==> config.mk <==
export PLATFORM = sky130hd
export DESIGN_NAME = coeff_arbiter_flat
export DESIGN_NICKNAME = d
export VERILOG_FILES = /design/src/vp8_mem_pkg.sv /design/src/vp8_coeff_pkg.sv /design/src/coeff_bus_if.sv /design/src/coeff_arbiter.sv /design/src/flat_wrapper.sv
export SDC_FILE = /design/constraint.sdc
export NUM_CORES = 1
export LEC_CHECK = 0
export BUFFER_PORTS_ARGS = -buffer_cell sky130_fd_sc_hd__buf_4
export CAP_MARGIN = 10
export CORE_MARGIN = 2
export CORE_UTILIZATION = 28
export CTS_CLUSTER_SIZE = 40
export DETAILED_ROUTE_END_ITERATION = 12
export PLACE_DENSITY_LB_ADDON = 0.1
export SYNTH_ARGS = -nofsm -noshare
export SYNTH_HDL_FRONTEND = slang
export SYNTH_SLANG_ARGS = --single-unit
==> constraint.sdc <==
create_clock -name clk -period 3.74 [get_ports clk]
set_input_delay 0.561 -clock clk [delete_from_list [all_inputs] [get_ports clk]]
set_output_delay 0.561 -clock clk [all_outputs]
set_load 0.01 [all_outputs]
==> src/vp8_mem_pkg.sv <==
// Coefficient memory geometry and address type
// Base addresses of the luma blocks and the Y2 block

package vp8_mem_pkg;

    // Word address into the coefficient memory
    typedef logic [8:0] coeff_addr_t;

    localparam int MEM_DEPTH = 512;

    // Y2 block, 16 words at 256..271
    localparam coeff_addr_t Y2_BASE = 9'd256;

    // Luma block b at 16*b, DC word first
    localparam coeff_addr_t LUMA_BASE = 9'd0;

endpackage

==> src/vp8_coeff_pkg.sv <==
// Coefficient types for the luma DC restoration stage
// Inverse WHT rounding and shift constants
// Block geometry shared by the core and the engine

package vp8_coeff_pkg;

    // ----------------------------------------
    // Coefficient types
    // ----------------------------------------

    // One dequantized or reconstructed coefficient
    typedef logic signed [15:0] coeff_t;

    // Raster position inside a 4x4 block
    typedef logic [3:0] coeff_idx_t;

    // ----------------------------------------
    // Transform constants
    // ----------------------------------------

    localparam int WHT_ROUND  = 3;
    localparam int WHT_SHIFT  = 3;
    localparam int BLK_COEFFS = 16;

endpackage
==> src/coeff_bus_if.sv <==
// Request/grant bus to the coefficient memory
// Modports for requesters, the arbiter inputs and the RAM

`timescale 1ns/1ps

interface coeff_bus_if import vp8_coeff_pkg::*, vp8_mem_pkg::*; ();

    logic        req;
    logic        gnt;
    logic        we;
    coeff_addr_t addr;
    coeff_t      wdata;
    coeff_t      rdata;
    logic        rvalid;

    // Command held until gnt is seen at a rising edge
    modport requester (output req, we, addr, wdata, input gnt, rdata, rvalid);

    modport arbiter (input req, we, addr, wdata, output gnt, rdata, rvalid);

    // RAM side, req acts as the enable
    modport memory (input req, we, addr, wdata, output rdata);

endinterface

==> src/coeff_arbiter.sv <==
// Two-way round-robin arbiter for the coefficient memory
// Host and DC engine share one single-port RAM
// Read data returns to the requester that issued the read

`timescale 1ns/1ps

module coeff_arbiter (
    input  logic           clk,
    input  logic           rst_n,
    coeff_bus_if.arbiter   host_bus,
    coeff_bus_if.arbiter   eng_bus,
    coeff_bus_if.requester mem_bus
);

    logic last_eng;
    logic host_gnt;
    logic eng_gnt;
    logic rd_host;
    logic rd_eng;

    // Last winner loses a tie, lone request wins at once
    assign host_gnt = host_bus.req && (!eng_bus.req || last_eng);
    assign eng_gnt  = eng_bus.req && (!host_bus.req || !last_eng);

    assign host_bus.gnt = host_gnt;
    assign eng_bus.gnt  = eng_gnt;

    // ----------------------------------------
    // Winner's command onto the RAM
    // ----------------------------------------
    assign mem_bus.req   = host_gnt || eng_gnt;
    assign mem_bus.we    = eng_gnt ? eng_bus.we    : host_bus.we;
    assign mem_bus.addr  = eng_gnt ? eng_bus.addr  : host_bus.addr;
    assign mem_bus.wdata = eng_gnt ? eng_bus.wdata : host_bus.wdata;

    always_ff @(posedge clk or negedge rst_n) begin
        if (!rst_n) begin
            last_eng <= 1'b0;
            rd_host  <= 1'b0;
            rd_eng   <= 1'b0;
        end else begin
            if (eng_gnt) begin
                last_eng <= 1'b1;
            end else if (host_gnt) begin
                last_eng <= 1'b0;
            end
            // Owner of the read in flight
            rd_host <= host_gnt && !host_bus.we;
            rd_eng  <= eng_gnt && !eng_bus.we;
        end
    end

    assign host_bus.rvalid = rd_host;
    assign eng_bus.rvalid  = rd_eng;
    assign host_bus.rdata  = rd_host ? mem_bus.rdata : '0;
    assign eng_bus.rdata   = rd_eng ? mem_bus.rdata : '0;

    a_one_gnt: assert property (@(posedge clk) disable iff (!rst_n)
        !(host_bus.gnt && eng_bus.gnt));

    // Granted read reached the RAM at the requester's address
    a_host_rvalid: assert property (@(posedge clk) disable iff (!rst_n)
        host_bus.rvalid |->
            $past(host_bus.gnt && !mem_bus.we && mem_bus.addr == host_bus.addr));

    a_eng_rvalid: assert property (@(posedge clk) disable iff (!rst_n)
        eng_bus.rvalid |->
            $past(eng_bus.gnt && !mem_bus.we && mem_bus.addr == eng_bus.addr));

endmodule

==> src/flat_wrapper.sv <==
// flat-port wrapper written by rule: the top's interface ports become plain ports
module coeff_arbiter_flat 
  (clk, rst_n, host_bus_req, host_bus_we, host_bus_addr, host_bus_wdata, host_bus_gnt, host_bus_rdata, host_bus_rvalid, eng_bus_req, eng_bus_we, eng_bus_addr, eng_bus_wdata, eng_bus_gnt, eng_bus_rdata, eng_bus_rvalid, mem_bus_req, mem_bus_we, mem_bus_addr, mem_bus_wdata, mem_bus_gnt, mem_bus_rdata, mem_bus_rvalid);
  coeff_bus_if host_bus_i ();
  coeff_bus_if eng_bus_i ();
  coeff_bus_if mem_bus_i ();
  input  logic clk;
  input  logic rst_n;
  input wire logic [$bits(host_bus_i.req)-1:0] host_bus_req;
  input wire logic [$bits(host_bus_i.we)-1:0] host_bus_we;
  input wire logic [$bits(host_bus_i.addr)-1:0] host_bus_addr;
  input wire logic [$bits(host_bus_i.wdata)-1:0] host_bus_wdata;
  output wire logic [$bits(host_bus_i.gnt)-1:0] host_bus_gnt;
  output wire logic [$bits(host_bus_i.rdata)-1:0] host_bus_rdata;
  output wire logic [$bits(host_bus_i.rvalid)-1:0] host_bus_rvalid;
  input wire logic [$bits(eng_bus_i.req)-1:0] eng_bus_req;
  input wire logic [$bits(eng_bus_i.we)-1:0] eng_bus_we;
  input wire logic [$bits(eng_bus_i.addr)-1:0] eng_bus_addr;
  input wire logic [$bits(eng_bus_i.wdata)-1:0] eng_bus_wdata;
  output wire logic [$bits(eng_bus_i.gnt)-1:0] eng_bus_gnt;
  output wire logic [$bits(eng_bus_i.rdata)-1:0] eng_bus_rdata;
  output wire logic [$bits(eng_bus_i.rvalid)-1:0] eng_bus_rvalid;
  output wire logic [$bits(mem_bus_i.req)-1:0] mem_bus_req;
  output wire logic [$bits(mem_bus_i.we)-1:0] mem_bus_we;
  output wire logic [$bits(mem_bus_i.addr)-1:0] mem_bus_addr;
  output wire logic [$bits(mem_bus_i.wdata)-1:0] mem_bus_wdata;
  input wire logic [$bits(mem_bus_i.gnt)-1:0] mem_bus_gnt;
  input wire logic [$bits(mem_bus_i.rdata)-1:0] mem_bus_rdata;
  input wire logic [$bits(mem_bus_i.rvalid)-1:0] mem_bus_rvalid;
  assign host_bus_i.req = host_bus_req;
  assign host_bus_i.we = host_bus_we;
  assign host_bus_i.addr = host_bus_addr;
  assign host_bus_i.wdata = host_bus_wdata;
  assign host_bus_gnt = host_bus_i.gnt;
  assign host_bus_rdata = host_bus_i.rdata;
  assign host_bus_rvalid = host_bus_i.rvalid;
  assign eng_bus_i.req = eng_bus_req;
  assign eng_bus_i.we = eng_bus_we;
  assign eng_bus_i.addr = eng_bus_addr;
  assign eng_bus_i.wdata = eng_bus_wdata;
  assign eng_bus_gnt = eng_bus_i.gnt;
  assign eng_bus_rdata = eng_bus_i.rdata;
  assign eng_bus_rvalid = eng_bus_i.rvalid;
  assign mem_bus_req = mem_bus_i.req;
  assign mem_bus_we = mem_bus_i.we;
  assign mem_bus_addr = mem_bus_i.addr;
  assign mem_bus_wdata = mem_bus_i.wdata;
  assign mem_bus_i.gnt = mem_bus_gnt;
  assign mem_bus_i.rdata = mem_bus_rdata;
  assign mem_bus_i.rvalid = mem_bus_rvalid;
  coeff_arbiter u_core (.clk(clk), .rst_n(rst_n), .host_bus(host_bus_i), .eng_bus(eng_bus_i), .mem_bus(mem_bus_i));
endmodule
# After elaboration in Yosys (flattened, before gate mapping)
# Cells that the tools add are included.
# totals
inputBits,74
ff_bits,3
word_cells,23
out_inout_bits,63
# op_classes
reduce_logical,13
n_mux,7
# op_table
op,n
$mux W16,3
$mux W9,1
$logic_not A1 Y1,5
$logic_and A1 B1 Y1,4
$logic_or A1 B1 Y1,3
$mux W1,3
$reduce_bool A2 Y1,1

# Longest topological paths before layout
# logic_depth
word_depth,5
ltp_mapped,4
ltp_nobuf,2

# Worst setup path after synthesis
# No wires, ideal clock.
# synth_path
path_type,input -> output
from,in eng_bus_req
to,out mem_bus_addr[0]
arrival_ps,1317
stages,4
t_required_ps,3179
n_path_buf,2
setup_slack_ps,1862
path_cell_list,a21boi_2 buf_6 buf_12 mux2_4
# synth_via
elab_chain_cells,2
# synth_rtl
item,line,source
from (decl),flat_wrapper.sv:16,input wire logic [$bits(eng_bus_i.req)-1:0] eng_bus_req;
$logic_and A1 B1 Y1,coeff_arbiter.sv:23,assign eng_gnt = eng_bus.req && (!host_bus.req || !last_eng);
via eng_bus_gnt,flat_wrapper.sv:20,output wire logic [$bits(eng_bus_i.gnt)-1:0] eng_bus_gnt;
$mux W9,coeff_arbiter.sv:33,assign mem_bus.addr = eng_gnt ? eng_bus.addr : host_bus.addr;
to (decl),flat_wrapper.sv:25,output wire logic [$bits(mem_bus_i.addr)-1:0] mem_bus_addr;
# The timed path passes the listed nets, and every way through them passes these cells.

# Worst setup path after layout
# layout_path
from,in host_bus_req
to,out mem_bus_addr[7]
# layout_via
elab_chain_cells,4
# layout_rtl
item,line,source
from (decl),flat_wrapper.sv:9,input wire logic [$bits(host_bus_i.req)-1:0] host_bus_req;
$logic_not A1 Y1,coeff_arbiter.sv:23,
$logic_or A1 B1 Y1,coeff_arbiter.sv:23,
$logic_and A1 B1 Y1,coeff_arbiter.sv:23,
$mux W9,coeff_arbiter.sv:33,
# Every way passes these cells.

==> results.py <==
metrics = {
    "run_status": {
        "status": "complete, no violations",
    },
    "placed_design": {
        "numPortBuffers": 134,
        "dp_hpwl_mm": 2.53,
        "dp_slack_ps": 1160,
        "gp_routability_congestion": 0.771,
    },
    "global_routing": {
        "top_usage_layer": "met2",
        "gr-total-overflow": 0,
        "grtUsageTotal_pct": 16.9,
        "use_met3_pct": 5.12,
        "met1_usage_pct": 14.2,
        "grt_antenna_before_repair": 0,
        "grtUsageMet2_pct": 34.5,
        "grt_max_degree": 18,
        "first_global_vias": 1011,
        "grt_pass1_wl_mm": 4.23,
    },
    "drt": {
        "drc": 0,
        "wl_per_cell_um": 12.0,
        "routed_wl_mm": 2.87,
        "first_pass_iters": 4,
        "postRouteAntennaNets": 0,
        "drt-initial-drc-count": 23,
        "routed_via_density": 4.35,
        "vias": 1040,
    },
    "synth": {
        "ys_async_sr_fraction_pct": 100,
        "synth_top_area_share_pct": 36.2,
        "ys.flop_type": "dfrtp_1",
        "ys_ff_latch": 3,
        "synth_seq_area_share_pct": 10.1,
        "synth_edf_count": 0,
        "synthTopCellsByCount": "and2_1, mux2_4, mux2_2",
        "syn-instance-count": 75,
        "syn-num-nets": 149,
        "syn_area_um2": 747,
        "synth_area_leaders": "mux2_4, and2_1, mux2_2",
        "synth_cell_types": 14,
        "synth_top_area_cell": "mux2_4",
        "yosysWarnings": 0,
        "avgSynthCellArea_um2": 9.96,
        "synth_most_common_cell": "and2_1",
    },
    "floorplan": {
        "coreArea_um2": 2500,
        "rows": 18,
        "die_w_um": 55.7,
        "top_level_ports": 137,
        "initial_core_util_pct": 29.9,
        "die-area_um2": 3100,
        "die_y_um": 55.7,
    },
    "cts": {
        "ctsResizeCount": 0,
        "cts_setup_buffers": 0,
        "cts_root_buf": "clkbuf_4",
        "cts_tree": "done",
        "htreeDepth": 1,
        "max-clock-path-buffers": 2,
        "cts_made_buffers": 3,
        "clk_pin_slew_ps": 40,
        "clock_latency_ps": 230,
        "cts_num_sinks": 3,
        "hold_buffers": 0,
    },
    "power": {
        "power_frac_seq_pct": 13.1,
        "p_leak_nw": 1.01,
        "p_per_area_nw_per_um2": 183,
        "vdd_drop_max_uv": 119,
        "p_clk_share_pct": 17.8,
        "p_comb_share_pct": 69.1,
        "switchingPower_mw": 0.101,
        "p_int_mw": 0.223,
        "swShare_pct": 31.2,
    },
    "cells_and_area": {
        "antenna_cells": 0,
        "drive_above_1_share_pct": 79.4,
        "syn_to_final_growth_pct": 137,
        "nNetsFinal": 284,
    },
    "setup_path": {
        "crit_top_cell": "buf_4",
        "critPathKind": "primary input to primary output",
        "arrival_ps": 2010,
        "crit_chain": "buf_4, a21boi_4, buf_4, mux2_2, buf_4",
        "end_kind": "primary output",
        "cp.required_ps": 3180,
        "max_stage_delay_ps": 450,
        "crit_slowest_cell": "a21boi_4",
        "cp-start-kind": "primary input",
        "cp_max_fo": 16,
        "rr_worst_depth": 2,
    },
    "sta": {
        "period_share_pct": 68.8,
        "setup_tns_ps": 0,
        "layout_setup_ws_ps": 1170,
        "fin_crit_ps": 2570,
        "rsz0062_at_grt": "no",
        "drv_slew": 0,
        "setup_viol": 0,
        "fmax_ghz": 0.389,
        "holdWs_ps": 106,
        "clock_skew_ps": 1.70,
        "final_hold_viol_count": 0,
        "tightest_slew_ps": 533,
        "slew_headroom_pct": 64.4,
    },
    "run": {
        "maxCapViolations": 0,
    },
    "hold_path": {
        "hp-class": "primary input to async pin",
    },
}
stage by stage:
| stage | power, mW | cells | area [um^2] | utilization, % |
|---|---|---|---|---|
| after detailed placement | 0.269 | 235 | 1750 | 69.9 |
| after floorplan | 0.145 | 75 | 747 | - |
| after global routing | 0.345 | 239 | 1770 | 70.9 |
| final | 0.324 | 239 | 1770 | 70.9 |
| after global placement | 0.264 | 235 | 1750 | 69.9 |
| after CTS | 0.330 | 239 | 1770 | 70.9 |
layout make-up:
class                           count  area, um^2
Timing Repair Buffer              135        1010
Fill cell                         193         727
Multi-Input combinational cell     65         613
Sequential cell                     3        75.1
Tap cell                           30        37.5
Clock buffer                        4        26.3
Inverter                            2        7.51
state kept, by name (all words and copies together) (netlist names):
name / cells
u_core.host_bus.rvalid: 1
u_core.eng_bus.rvalid: 1
u_core.last_eng: 1
layout by cell type, fill, tap and decap left out:
master,n
dfrtp_1,3
mux2_2,8
or2_2,1
a21oi_1,2
a211oi_1,1
clkbuf_1,1
nor2_1,1
buf_4,135
and2_1,32
mux2_4,18
clkbuf_4,3
nor2b_1,1
inv_1,2
a21boi_4,1
logic make-up after synthesis:
kind of cell / count (synthesis) / synth area share (%)
compound gates: 4 / 3.85
buf+inv: 7 / 8.88
flops: 3 / 10.0
mux: 26 / 48.2
simple gates: 35 / 29.0
worst max-delay path, delay by kind of cell:
kind | cells | cell delay [ps]
buf+inv | 3 | 630
mux | 1 | 360
compound gates | 1 | 450
metal layers:
metal	share of wire [%]	routed length, um	vias to the layer above
met4	0.59	17	0
li1	-	-	518
met5	0	0	-
met2	57	1620	74
met3	13	371	2
met1	30	861	446
worst paths after layout:
kind / startpoint / end / slack [ps]
min in group clk: eng_bus_we / u_core.eng_bus.rvalid$_DFF_PN0_ / 480
worst max register to register: u_core.last_eng$_DFFE_PN0P_ / u_core.eng_bus.rvalid$_DFF_PN0_ / 2570
max in group asynchronous: rst_n / u_core.eng_bus.rvalid$_DFF_PN0_ / 3540
worst min-delay path: rst_n / u_core.host_bus.rvalid$_DFF_PN0_ / 110
worst min register to register: u_core.last_eng$_DFFE_PN0P_ / u_core.last_eng$_DFFE_PN0P_ / 560
worst max-delay path: host_bus_req / mem_bus_addr[7] / 1170
power by group through the flow:
stage                     logic [mW]  clock network (mW)  registers (mW)
after global placement         0.222                   0          0.0427
after global routing           0.238              0.0634          0.0436
after detailed placement       0.226                   0          0.0432
final                          0.224              0.0577          0.0426
after CTS                      0.226              0.0611          0.0428
after floorplan                0.106                   0          0.0398
No activity file was read; power rests on OpenSTA's default activity.
